File: config.mk
export PLATFORM = sky130hd
export DESIGN_NAME = dec_ex_top
export DESIGN_NICKNAME = d
export VERILOG_FILES = /design/src/rv_core_pkg.sv /design/src/dec_ex_top.sv /design/src/ex_stage.sv /design/src/id_ex.sv /design/src/id_stage.sv /design/src/reg_file.sv
export VERILOG_INCLUDE_DIRS = /design/src
export SDC_FILE = /design/constraint.sdc
export NUM_CORES = 2
export LEC_CHECK = 0
export BUFFER_PORTS_ARGS = -buffer_cell sky130_fd_sc_hd__buf_2
export CAP_MARGIN = 25
export CORE_MARGIN = 1
export CORE_UTILIZATION = 30
export DETAILED_ROUTE_END_ITERATION = 6
export PLACE_DENSITY = 0.5
export SETUP_SLACK_MARGIN = 0.4
export SYNTH_ARGS = -nofsm -noshare
export SYNTH_HDL_FRONTEND = slang
export SYNTH_SLANG_ARGS = --single-unit
File: constraint.sdc
create_clock -name clk -period 8.3 [get_ports clk]
set_input_delay 0 -clock clk [delete_from_list [all_inputs] [get_ports clk]]
set_output_delay 0 -clock clk [all_outputs]
set_load 0.01 [all_outputs]
File: src/rv_core_defines.svh
`ifndef RV_CORE_DEFINES_SVH
`define RV_CORE_DEFINES_SVH

// datapath widths
`define XLEN            32
`define REG_ADDRWIDTH   5
`define INST_LEN        32

// addi x0, x0, 0
`define INST_NOP        32'h0000_0013

// decode op code widths
`define ALUOP_LEN       4
`define PCOP_LEN        2

`endif
File: src/rv_core_pkg.sv
`default_nettype none

`include "rv_core_defines.svh"

package rv_core_pkg;

  typedef logic [`XLEN-1:0]          xlen_t;     // data or address word
  typedef logic [`REG_ADDRWIDTH-1:0] reg_idx_t;
  typedef logic [`INST_LEN-1:0]      inst_t;
  typedef logic [`ALUOP_LEN-1:0]     alu_op_t;
  typedef logic [`PCOP_LEN-1:0]      pc_op_t;

  // alu op codes
  localparam alu_op_t ALU_NONE  = alu_op_t'(0);
  localparam alu_op_t ALU_ADD   = alu_op_t'(1);
  localparam alu_op_t ALU_SUB   = alu_op_t'(2);
  localparam alu_op_t ALU_AND   = alu_op_t'(3);
  localparam alu_op_t ALU_OR    = alu_op_t'(4);
  localparam alu_op_t ALU_XOR   = alu_op_t'(5);
  localparam alu_op_t ALU_SLT   = alu_op_t'(6);   // signed
  localparam alu_op_t ALU_SLL   = alu_op_t'(7);
  localparam alu_op_t ALU_SRL   = alu_op_t'(8);
  localparam alu_op_t ALU_PASSB = alu_op_t'(9);   // lui

  // pc op codes
  localparam pc_op_t PC_NONE = pc_op_t'(0);
  localparam pc_op_t PC_BEQ  = pc_op_t'(1);
  localparam pc_op_t PC_BNE  = pc_op_t'(2);
  localparam pc_op_t PC_JAL  = pc_op_t'(3);

endpackage

`default_nettype wire

File: src/dec_ex_top.sv
`timescale 1ns/1ps
`default_nettype none

module dec_ex_top (
  input  wire                        clk,
  input  wire                        rst_n_i,
  input  wire                        stall_i,
  input  wire                        inst_valid_i,
  output logic                       inst_ready_o,
  input  wire rv_core_pkg::inst_t    inst_i,
  input  wire rv_core_pkg::xlen_t    inst_addr_i,
  output logic                       retire_valid_o,
  output rv_core_pkg::reg_idx_t      retire_rd_o,
  output rv_core_pkg::xlen_t         retire_data_o,
  output logic                       retire_illegal_o,
  output logic                       redirect_o,
  output rv_core_pkg::xlen_t         redirect_addr_o
);
  import rv_core_pkg::*;

  logic     accept;
  reg_idx_t rs1_idx;
  reg_idx_t rs2_idx;
  xlen_t    rs1_data;
  xlen_t    rs2_data;

  logic     id_valid;
  xlen_t    id_pc;
  reg_idx_t id_rd;
  logic     id_rd_wen;
  xlen_t    id_rs1_data;
  xlen_t    id_rs2_data;
  xlen_t    id_imm;
  logic     id_use_imm;
  alu_op_t  id_alu_op;
  pc_op_t   id_pc_op;
  logic     id_illegal;

  logic     ex_valid;
  xlen_t    ex_pc;
  reg_idx_t ex_rd;
  logic     ex_rd_wen;
  xlen_t    ex_rs1_data;
  xlen_t    ex_rs2_data;
  xlen_t    ex_imm;
  logic     ex_use_imm;
  alu_op_t  ex_alu_op;
  pc_op_t   ex_pc_op;
  logic     ex_illegal;

  logic     wb_en;
  reg_idx_t wb_rd;
  xlen_t    wb_data;

  // wrong-path instruction is refused while redirecting
  assign inst_ready_o = !stall_i && !redirect_o;
  assign accept       = inst_valid_i && inst_ready_o;

  reg_file u_reg_file (
    .clk        (clk),
    .rst_n_i    (rst_n_i),
    .rs1_idx_i  (rs1_idx),
    .rs2_idx_i  (rs2_idx),
    .rs1_data_o (rs1_data),
    .rs2_data_o (rs2_data),
    .wb_en_i    (wb_en),
    .wb_rd_i    (wb_rd),
    .wb_data_i  (wb_data)
  );

  id_stage u_id_stage (
    .inst_valid_i  (inst_valid_i),
    .inst_ready_i  (inst_ready_o),
    .inst_i        (inst_i),
    .inst_addr_i   (inst_addr_i),
    .rs1_idx_o     (rs1_idx),
    .rs2_idx_o     (rs2_idx),
    .rs1_data_i    (rs1_data),
    .rs2_data_i    (rs2_data),
    .id_valid_o    (id_valid),
    .id_pc_o       (id_pc),
    .id_rd_o       (id_rd),
    .id_rd_wen_o   (id_rd_wen),
    .id_rs1_data_o (id_rs1_data),
    .id_rs2_data_o (id_rs2_data),
    .id_imm_o      (id_imm),
    .id_use_imm_o  (id_use_imm),
    .id_alu_op_o   (id_alu_op),
    .id_pc_op_o    (id_pc_op),
    .id_illegal_o  (id_illegal)
  );

  id_ex u_id_ex (
    .clk           (clk),
    .rst_n_i       (rst_n_i),
    .stall_i       (stall_i),
    .accept_i      (accept),
    .id_valid_i    (id_valid),
    .id_pc_i       (id_pc),
    .id_rd_i       (id_rd),
    .id_rd_wen_i   (id_rd_wen),
    .id_rs1_data_i (id_rs1_data),
    .id_rs2_data_i (id_rs2_data),
    .id_imm_i      (id_imm),
    .id_use_imm_i  (id_use_imm),
    .id_alu_op_i   (id_alu_op),
    .id_pc_op_i    (id_pc_op),
    .id_illegal_i  (id_illegal),
    .ex_valid_o    (ex_valid),
    .ex_pc_o       (ex_pc),
    .ex_rd_o       (ex_rd),
    .ex_rd_wen_o   (ex_rd_wen),
    .ex_rs1_data_o (ex_rs1_data),
    .ex_rs2_data_o (ex_rs2_data),
    .ex_imm_o      (ex_imm),
    .ex_use_imm_o  (ex_use_imm),
    .ex_alu_op_o   (ex_alu_op),
    .ex_pc_op_o    (ex_pc_op),
    .ex_illegal_o  (ex_illegal)
  );

  ex_stage u_ex_stage (
    .stall_i          (stall_i),
    .ex_valid_i       (ex_valid),
    .ex_pc_i          (ex_pc),
    .ex_rd_i          (ex_rd),
    .ex_rd_wen_i      (ex_rd_wen),
    .ex_rs1_data_i    (ex_rs1_data),
    .ex_rs2_data_i    (ex_rs2_data),
    .ex_imm_i         (ex_imm),
    .ex_use_imm_i     (ex_use_imm),
    .ex_alu_op_i      (ex_alu_op),
    .ex_pc_op_i       (ex_pc_op),
    .ex_illegal_i     (ex_illegal),
    .wb_en_o          (wb_en),
    .wb_rd_o          (wb_rd),
    .wb_data_o        (wb_data),
    .retire_valid_o   (retire_valid_o),
    .retire_illegal_o (retire_illegal_o),
    .redirect_o       (redirect_o),
    .redirect_addr_o  (redirect_addr_o)
  );

  assign retire_rd_o   = wb_rd;
  assign retire_data_o = wb_data;

endmodule

`default_nettype wire

File: src/ex_stage.sv
`timescale 1ns/1ps
`default_nettype none

module ex_stage (
  input  wire                         stall_i,
  input  wire                         ex_valid_i,
  input  wire rv_core_pkg::xlen_t     ex_pc_i,
  input  wire rv_core_pkg::reg_idx_t  ex_rd_i,
  input  wire                         ex_rd_wen_i,
  input  wire rv_core_pkg::xlen_t     ex_rs1_data_i,
  input  wire rv_core_pkg::xlen_t     ex_rs2_data_i,
  input  wire rv_core_pkg::xlen_t     ex_imm_i,
  input  wire                         ex_use_imm_i,
  input  wire rv_core_pkg::alu_op_t   ex_alu_op_i,
  input  wire rv_core_pkg::pc_op_t    ex_pc_op_i,
  input  wire                         ex_illegal_i,
  output logic                        wb_en_o,
  output rv_core_pkg::reg_idx_t       wb_rd_o,
  output rv_core_pkg::xlen_t          wb_data_o,
  output logic                        retire_valid_o,
  output logic                        retire_illegal_o,
  output logic                        redirect_o,
  output rv_core_pkg::xlen_t          redirect_addr_o
);
  import rv_core_pkg::*;

  xlen_t op_b;
  xlen_t alu_res;
  xlen_t link_addr;
  xlen_t target;
  xlen_t result;
  logic  fire;
  logic  taken;

  assign fire = ex_valid_i && !stall_i;   // retire once, after stall drops
  assign op_b = ex_use_imm_i ? ex_imm_i : ex_rs2_data_i;

  always_comb begin
    case (ex_alu_op_i)
      ALU_ADD:   alu_res = ex_rs1_data_i + op_b;
      ALU_SUB:   alu_res = ex_rs1_data_i - op_b;
      ALU_AND:   alu_res = ex_rs1_data_i & op_b;
      ALU_OR:    alu_res = ex_rs1_data_i | op_b;
      ALU_XOR:   alu_res = ex_rs1_data_i ^ op_b;
      ALU_SLT:   alu_res = xlen_t'($signed(ex_rs1_data_i) < $signed(op_b));
      ALU_SLL:   alu_res = ex_rs1_data_i << op_b[4:0];
      ALU_SRL:   alu_res = ex_rs1_data_i >> op_b[4:0];
      ALU_PASSB: alu_res = op_b;
      default:   alu_res = '0;
    endcase
  end

  assign link_addr = ex_pc_i + xlen_t'(4);
  assign target    = ex_pc_i + ex_imm_i;

  always_comb begin
    case (ex_pc_op_i)
      PC_BEQ:  taken = (ex_rs1_data_i == ex_rs2_data_i);
      PC_BNE:  taken = (ex_rs1_data_i != ex_rs2_data_i);
      PC_JAL:  taken = 1'b1;
      default: taken = 1'b0;
    endcase
  end

  assign result = (ex_pc_op_i == PC_JAL) ? link_addr : alu_res;

  assign wb_en_o   = fire && ex_rd_wen_i;
  assign wb_rd_o   = fire ? ex_rd_i : '0;
  assign wb_data_o = fire ? result : '0;

  assign retire_valid_o   = wb_en_o;   // only register writes are reported
  assign retire_illegal_o = fire && ex_illegal_i;

  assign redirect_o      = fire && taken;
  assign redirect_addr_o = redirect_o ? target : '0;

endmodule

`default_nettype wire

File: src/id_ex.sv
`timescale 1ns/1ps
`default_nettype none

module id_ex (
  input  wire                         clk,
  input  wire                         rst_n_i,
  input  wire                         stall_i,
  input  wire                         accept_i,
  input  wire                         id_valid_i,
  input  wire rv_core_pkg::xlen_t     id_pc_i,
  input  wire rv_core_pkg::reg_idx_t  id_rd_i,
  input  wire                         id_rd_wen_i,
  input  wire rv_core_pkg::xlen_t     id_rs1_data_i,
  input  wire rv_core_pkg::xlen_t     id_rs2_data_i,
  input  wire rv_core_pkg::xlen_t     id_imm_i,
  input  wire                         id_use_imm_i,
  input  wire rv_core_pkg::alu_op_t   id_alu_op_i,
  input  wire rv_core_pkg::pc_op_t    id_pc_op_i,
  input  wire                         id_illegal_i,
  output logic                        ex_valid_o,
  output rv_core_pkg::xlen_t          ex_pc_o,
  output rv_core_pkg::reg_idx_t       ex_rd_o,
  output logic                        ex_rd_wen_o,
  output rv_core_pkg::xlen_t          ex_rs1_data_o,
  output rv_core_pkg::xlen_t          ex_rs2_data_o,
  output rv_core_pkg::xlen_t          ex_imm_o,
  output logic                        ex_use_imm_o,
  output rv_core_pkg::alu_op_t        ex_alu_op_o,
  output rv_core_pkg::pc_op_t         ex_pc_op_o,
  output logic                        ex_illegal_o
);
  import rv_core_pkg::*;

  // stall holds everything, otherwise load the accepted instruction or a bubble
  always_ff @(posedge clk or negedge rst_n_i) begin
    if (!rst_n_i) begin
      ex_valid_o    <= 1'b0;
      ex_pc_o       <= '0;
      ex_rd_o       <= '0;
      ex_rd_wen_o   <= 1'b0;
      ex_rs1_data_o <= '0;
      ex_rs2_data_o <= '0;
      ex_imm_o      <= '0;
      ex_use_imm_o  <= 1'b0;
      ex_alu_op_o   <= ALU_NONE;
      ex_pc_op_o    <= PC_NONE;
      ex_illegal_o  <= 1'b0;
    end else if (!stall_i) begin
      ex_valid_o    <= accept_i && id_valid_i;
      ex_pc_o       <= accept_i ? id_pc_i : '0;
      ex_rd_o       <= accept_i ? id_rd_i : '0;
      ex_rd_wen_o   <= accept_i && id_rd_wen_i;
      ex_rs1_data_o <= accept_i ? id_rs1_data_i : '0;
      ex_rs2_data_o <= accept_i ? id_rs2_data_i : '0;
      ex_imm_o      <= accept_i ? id_imm_i : '0;
      ex_use_imm_o  <= accept_i && id_use_imm_i;
      ex_alu_op_o   <= accept_i ? id_alu_op_i : ALU_NONE;
      ex_pc_op_o    <= accept_i ? id_pc_op_i : PC_NONE;
      ex_illegal_o  <= accept_i && id_illegal_i;
    end
  end

endmodule

`default_nettype wire

File: src/id_stage.sv
`timescale 1ns/1ps
`default_nettype none

module id_stage (
  input  wire                        inst_valid_i,
  input  wire                        inst_ready_i,
  input  wire rv_core_pkg::inst_t    inst_i,
  input  wire rv_core_pkg::xlen_t    inst_addr_i,
  output rv_core_pkg::reg_idx_t      rs1_idx_o,
  output rv_core_pkg::reg_idx_t      rs2_idx_o,
  input  wire rv_core_pkg::xlen_t    rs1_data_i,
  input  wire rv_core_pkg::xlen_t    rs2_data_i,
  output logic                       id_valid_o,
  output rv_core_pkg::xlen_t         id_pc_o,
  output rv_core_pkg::reg_idx_t      id_rd_o,
  output logic                       id_rd_wen_o,
  output rv_core_pkg::xlen_t         id_rs1_data_o,
  output rv_core_pkg::xlen_t         id_rs2_data_o,
  output rv_core_pkg::xlen_t         id_imm_o,
  output logic                       id_use_imm_o,
  output rv_core_pkg::alu_op_t       id_alu_op_o,
  output rv_core_pkg::pc_op_t        id_pc_op_o,
  output logic                       id_illegal_o
);
  import rv_core_pkg::*;

  localparam logic [6:0] OPC_OP     = 7'b0110011;
  localparam logic [6:0] OPC_OP_IMM = 7'b0010011;
  localparam logic [6:0] OPC_LUI    = 7'b0110111;
  localparam logic [6:0] OPC_BRANCH = 7'b1100011;
  localparam logic [6:0] OPC_JAL    = 7'b1101111;

  logic [6:0] opcode;
  logic [2:0] funct3;
  logic [6:0] funct7;
  xlen_t      imm_i;
  xlen_t      imm_u;
  xlen_t      imm_b;
  xlen_t      imm_j;
  logic       writes_rd;

  assign opcode = inst_i[6:0];
  assign funct3 = inst_i[14:12];
  assign funct7 = inst_i[31:25];

  assign imm_i = {{20{inst_i[31]}}, inst_i[31:20]};
  assign imm_u = {inst_i[31:12], 12'b0};
  assign imm_b = {{19{inst_i[31]}}, inst_i[31], inst_i[7], inst_i[30:25], inst_i[11:8], 1'b0};
  assign imm_j = {{11{inst_i[31]}}, inst_i[31], inst_i[19:12], inst_i[20], inst_i[30:21], 1'b0};

  assign id_valid_o    = inst_valid_i && inst_ready_i;   // accept
  assign id_pc_o       = inst_addr_i;
  assign id_rd_o       = inst_i[11:7];
  assign rs1_idx_o     = inst_i[19:15];
  assign rs2_idx_o     = inst_i[24:20];
  assign id_rs1_data_o = rs1_data_i;
  assign id_rs2_data_o = rs2_data_i;

  always_comb begin
    id_alu_op_o  = ALU_NONE;
    id_pc_op_o   = PC_NONE;
    id_imm_o     = '0;
    id_use_imm_o = 1'b0;
    id_illegal_o = 1'b0;
    writes_rd    = 1'b0;
    case (opcode)
      OPC_OP: begin
        writes_rd = 1'b1;
        case ({funct7, funct3})
          {7'b0000000, 3'b000}: id_alu_op_o = ALU_ADD;
          {7'b0100000, 3'b000}: id_alu_op_o = ALU_SUB;
          {7'b0000000, 3'b111}: id_alu_op_o = ALU_AND;
          {7'b0000000, 3'b110}: id_alu_op_o = ALU_OR;
          {7'b0000000, 3'b100}: id_alu_op_o = ALU_XOR;
          {7'b0000000, 3'b010}: id_alu_op_o = ALU_SLT;
          {7'b0000000, 3'b001}: id_alu_op_o = ALU_SLL;
          {7'b0000000, 3'b101}: id_alu_op_o = ALU_SRL;
          default:              id_illegal_o = 1'b1;
        endcase
      end
      OPC_OP_IMM: begin
        writes_rd    = 1'b1;
        id_use_imm_o = 1'b1;
        id_imm_o     = imm_i;
        case (funct3)
          3'b000:  id_alu_op_o = ALU_ADD;
          3'b111:  id_alu_op_o = ALU_AND;
          3'b110:  id_alu_op_o = ALU_OR;
          3'b100:  id_alu_op_o = ALU_XOR;
          3'b010:  id_alu_op_o = ALU_SLT;
          default: id_illegal_o = 1'b1;   // shifts, sltiu not in subset
        endcase
      end
      OPC_LUI: begin
        writes_rd    = 1'b1;
        id_use_imm_o = 1'b1;
        id_imm_o     = imm_u;
        id_alu_op_o  = ALU_PASSB;
      end
      OPC_BRANCH: begin
        id_imm_o = imm_b;
        case (funct3)
          3'b000:  id_pc_op_o = PC_BEQ;
          3'b001:  id_pc_op_o = PC_BNE;
          default: id_illegal_o = 1'b1;
        endcase
      end
      OPC_JAL: begin
        writes_rd  = 1'b1;
        id_imm_o   = imm_j;
        id_pc_op_o = PC_JAL;   // link value made in ex
      end
      default: id_illegal_o = 1'b1;
    endcase
    if (id_illegal_o) begin
      id_alu_op_o = ALU_NONE;
      id_pc_op_o  = PC_NONE;
    end
  end

  assign id_rd_wen_o = writes_rd && !id_illegal_o && (id_rd_o != '0);

endmodule

`default_nettype wire

File: src/reg_file.sv
`timescale 1ns/1ps
`default_nettype none

`include "rv_core_defines.svh"

module reg_file (
  input  wire                        clk,
  input  wire                        rst_n_i,
  input  wire rv_core_pkg::reg_idx_t rs1_idx_i,
  input  wire rv_core_pkg::reg_idx_t rs2_idx_i,
  output rv_core_pkg::xlen_t         rs1_data_o,
  output rv_core_pkg::xlen_t         rs2_data_o,
  input  wire                        wb_en_i,
  input  wire rv_core_pkg::reg_idx_t wb_rd_i,
  input  wire rv_core_pkg::xlen_t    wb_data_i
);
  import rv_core_pkg::*;

  localparam int NUM_REGS = 1 << `REG_ADDRWIDTH;

  xlen_t regs [NUM_REGS];   // regs[0] stays at its reset zero
  logic  wr_en;
  logic  rs1_hit;
  logic  rs2_hit;

  assign wr_en = wb_en_i && (wb_rd_i != '0);   // x0 never written

  always_ff @(posedge clk or negedge rst_n_i) begin
    if (!rst_n_i) begin
      for (int i = 0; i < NUM_REGS; i++) begin
        regs[i] <= '0;
      end
    end else if (wr_en) begin
      regs[wb_rd_i] <= wb_data_i;
    end
  end

  // write-through, ex result reaches the instruction in id
  assign rs1_hit = wr_en && (wb_rd_i == rs1_idx_i);
  assign rs2_hit = wr_en && (wb_rd_i == rs2_idx_i);

  assign rs1_data_o = rs1_hit ? wb_data_i : regs[rs1_idx_i];
  assign rs2_data_o = rs2_hit ? wb_data_i : regs[rs2_idx_i];

endmodule

`default_nettype wire

==> qor.txt <==
Initial antenna violation count - 18
Boundary pin count - 141
VDD IR-drop max - 0.000183 V
Commonest non-fill, non-tap cell in the layout - dfrtp_1
Vias - 56200
CP bufs+invs - 3
Top delay family on crit path - simple AND/OR/NAND/NOR gates
Layout area overhead - 14.0%
Vias per cell - 5.81
Clock buffer count from CTS - 139
Layout cells sized above 1 - 0.230
Largest net degree at the start of global routing - 150
Sequential area share after synthesis - 0.412
DRC errors left - 0
Grt ovf - 0
Post-synth ARST share - 1.00
Reg2reg end - u_reg_file.regs[443]
Worst Path Required - 8300 ps
Power Density - 158 mW/mm²
Initial Util - 0.302
Max-Cap Viols - 0
CP max stage cell - nor3_1
Post-route antenna net violation count - 0
Layout Cells excl Fill - 9688
Row Count - 178
IO buf count - 140
Slew margin rel. - 0.227
H-tree depth - 4
Worst R2R Setup Slack - 2300 ps
Flops & latches, synth - 1167
Final hold violation count - 0
Slew @ Worst Pin - 1160 ps
Wire per inst - 30.2 µm
Vias in the first global route - 56000
Power, Total - 12800 µW
GPL Wtd Cong - 1.05
DRT Pass-1 Iters - 6
Fin. max-slew vios - 0
Final HPWL DP - 192000 µm
Synth Area per Inst - 10.9 µm²
Root buffer selected by CTS - clkbuf_16
Syn Inst Count - 6501
First-pass GRT wire length - 421000 µm
Ratio of final minimum period to clock period - 0.804
CTS sink cnt - 1167
Hold_sp - inst_addr_i[27]
CTS tree - yes
DR iter-0 viols - 5876
Clock transition at path regs - 50 ps
Post-route cell area - 0.0808 mm²
Commonest cells after routing, fill and taps aside - dfrtp_1 (1166), nand2_1 (1102), o21ai_0 (908), mux4_2 (681), nor2_1 (190)
Synth Warn # - 0
Worst R2R Start - u_id_ex.ex_use_imm_o
Post-DP Area - 0.0748 mm²
Worst-Skew Late Latency - 830 ps
CP Max Fanout - 16
Die footprint - 0.238 mm²
Crit start category - register
LEAKAGE - 0.0340 µW
Routed wire length - 293000 µm
Ys flop type - dfrtp_1
Distinct cell type count after synthesis - 107
Die span in x - 488 µm
Nets - 6614
Reg2Reg Depth - 13
Die Y - 488 µm
Number of setup violations in the final report - 0
Critical path cell sequence - buf_4, mux2_2, inv_1, ha_1, or2_0, or3_1, a311oi_1, nor2_1, o21ai_1, mux2i_1, a221oi_1, and2_1, nor3_1, buf_2
WS Path Type - register to output pin
Hold Crit Depth - 3
Dpl cells - 9306
Synth Cell Area - 0.0709 mm²
Final min period - 6670 ps
Setup TNS - 0 ps
Max Fclk - 150 MHz
RSZ-0062 raised after global routing - no
Critical Path AT - 6670 ps
GR Util All Layers - 0.245
EDFF count, synth - 0
Outcome - finished clean
Post-CTS Repair Setup Buffers - 0
Largest stage delay, worst path - 830 ps
Hold slack - 35.0 ps
Skew final - 75.1 ps
Setup crit end kind - output pin
Worst-case clock buffer depth - 3
Post-Syn Nets - 6701
Hold endpoint - u_id_ex.ex_pc_o[27]
Hold Crit Class - input port to register
Core area - 0.235 mm²
## cells by family (layout without fill, tap and decap cells)
logic type,after synthesis,in the layout,share of synthesized area
AO/OA/AOI/OAI,1669,1669,0.143
XOR/XNOR,118,118,0.0146
adder cells (fa/ha/maj),132,132,0.0236
buffers and inverters,800,826,0.0461
flip-flops,1167,1167,0.412
multiplexers,992,992,0.264
other,0,11,0
AND/OR/NAND/NOR,1623,1623,0.0964
## state kept, by name, indices dropped and copies added, names as in the netlist
signal and count:
u_id_ex.ex_illegal_o 1, u_id_ex.ex_rd_o 5, u_id_ex.ex_rs2_data_o 32, u_id_ex.ex_pc_o 32, u_id_ex.ex_pc_op_o 2, u_reg_file.regs 1024, u_id_ex.ex_valid_o 1, u_id_ex.ex_rs1_data_o 32
u_id_ex.ex_rd_wen_o 1, u_id_ex.ex_alu_op_o 4, u_id_ex.ex_use_imm_o 1, u_id_ex.ex_imm_o 32
## cell type report
| type | instances | area [µm²] |
|---|---|---|
| multi-input combinational | 4534 | 38900 |
| clock buffer | 214 | 4180 |
| inverter | 138 | 520 |
| timing repair buffer | 434 | 3500 |
| sequential | 1167 | 29200 |
| tap | 3150 | 3940 |
| clock inverter | 40 | 581 |
| fill | 23400 | 154000 |
| antenna | 11 | 27.5 |
## worst min-delay path, stage by stage
cell           delay (ps)
dlygate4sd3_1         510
buf_2                 130
a22o_1                130
## layer usage
metal  vias to the layer above  global-route usage  wire length [µm]
li1                      23900                   -                 -
met2                      2527               0.378            132000
met4                        14              0.0970             12700
met1                     29200               0.335            125000
met5                         -                   0               111
met3                       586              0.0514             23100
## worst max-delay path by stage
stage | from | to | slack (ps) | depth (start not counted)
global route | u_id_ex.ex_use_imm_o | retire_data_o[29] | 1530 | 15
finish | u_id_ex.ex_use_imm_o | retire_data_o[27] | 1630 | 14
detailed placement | u_id_ex.ex_use_imm_o | retire_data_o[0] | 2280 | 12
global placement | u_id_ex.ex_use_imm_o | u_reg_file.regs[825] | 2300 | 13
CTS | u_id_ex.ex_use_imm_o | retire_data_o[0] | 1440 | 12
floorplan | u_id_ex.ex_use_imm_o | u_reg_file.regs[222] | 3960 | 18
## repair_timing
action | CTS | global route
hold endpoints to repair | 190 | 0
hold buffers | 111 | 0
resized for setup | 0 | 0
## stage by stage
| step | setup WS [ps] | util |
|---|---|---|
| global route | 1530 | 0.344 |
| floorplan | 3960 | - |
| finish | 1630 | 0.344 |
| CTS | 1440 | 0.343 |
| detailed placement | 2280 | 0.318 |
| global placement | 2300 | 0.318 |
## where the power goes
part           internal (µW)  total [µW]  switching (µW)
clock network           3670        6340            2670
logic                    240         725             485
registers               5710        5740            35.8
total                   9620       12800            3190
## synthesized netlist by cell type, types with 11 or more instances
cell type | instances | area, µm²
nand2_1 | 1134 | 4260
dfrtp_1 | 1167 | 29200
nand3_1 | 49 | 245
nor2_1 | 192 | 721
a22o_1 | 48 | 420
a21oi_1 | 161 | 806
ha_1 | 129 | 1610
nor2b_1 | 18 | 113
o21ai_0 | 908 | 4540
nand4_1 | 15 | 93.8
o31ai_1 | 44 | 330
a211o_1 | 11 | 96.3
mux2_2 | 141 | 1590
a21o_1 | 29 | 218
nor3_1 | 55 | 275
and3_1 | 21 | 131
xor2_1 | 68 | 596
nand2b_1 | 18 | 113
or2_2 | 11 | 68.8
a2bb2oi_1 | 17 | 149
a221o_1 | 20 | 200
a22oi_1 | 18 | 135
and2_1 | 20 | 125
xnor2_1 | 50 | 438
or3_1 | 16 | 100
a31oi_1 | 38 | 238
buf_4 | 15 | 113
buf_2 | 60 | 300
o211ai_1 | 43 | 323
mux4_2 | 681 | 15300
buf_1 | 77 | 289
o221ai_1 | 38 | 333
a221oi_1 | 21 | 184
a211oi_1 | 29 | 218
clkbuf_1 | 494 | 1850
mux2i_1 | 161 | 1610
nor4_1 | 31 | 194
inv_1 | 132 | 495
o21ai_1 | 57 | 285
o22ai_1 | 35 | 219
o21ai_2 | 30 | 263
Power figures use the tool's default switching activity.
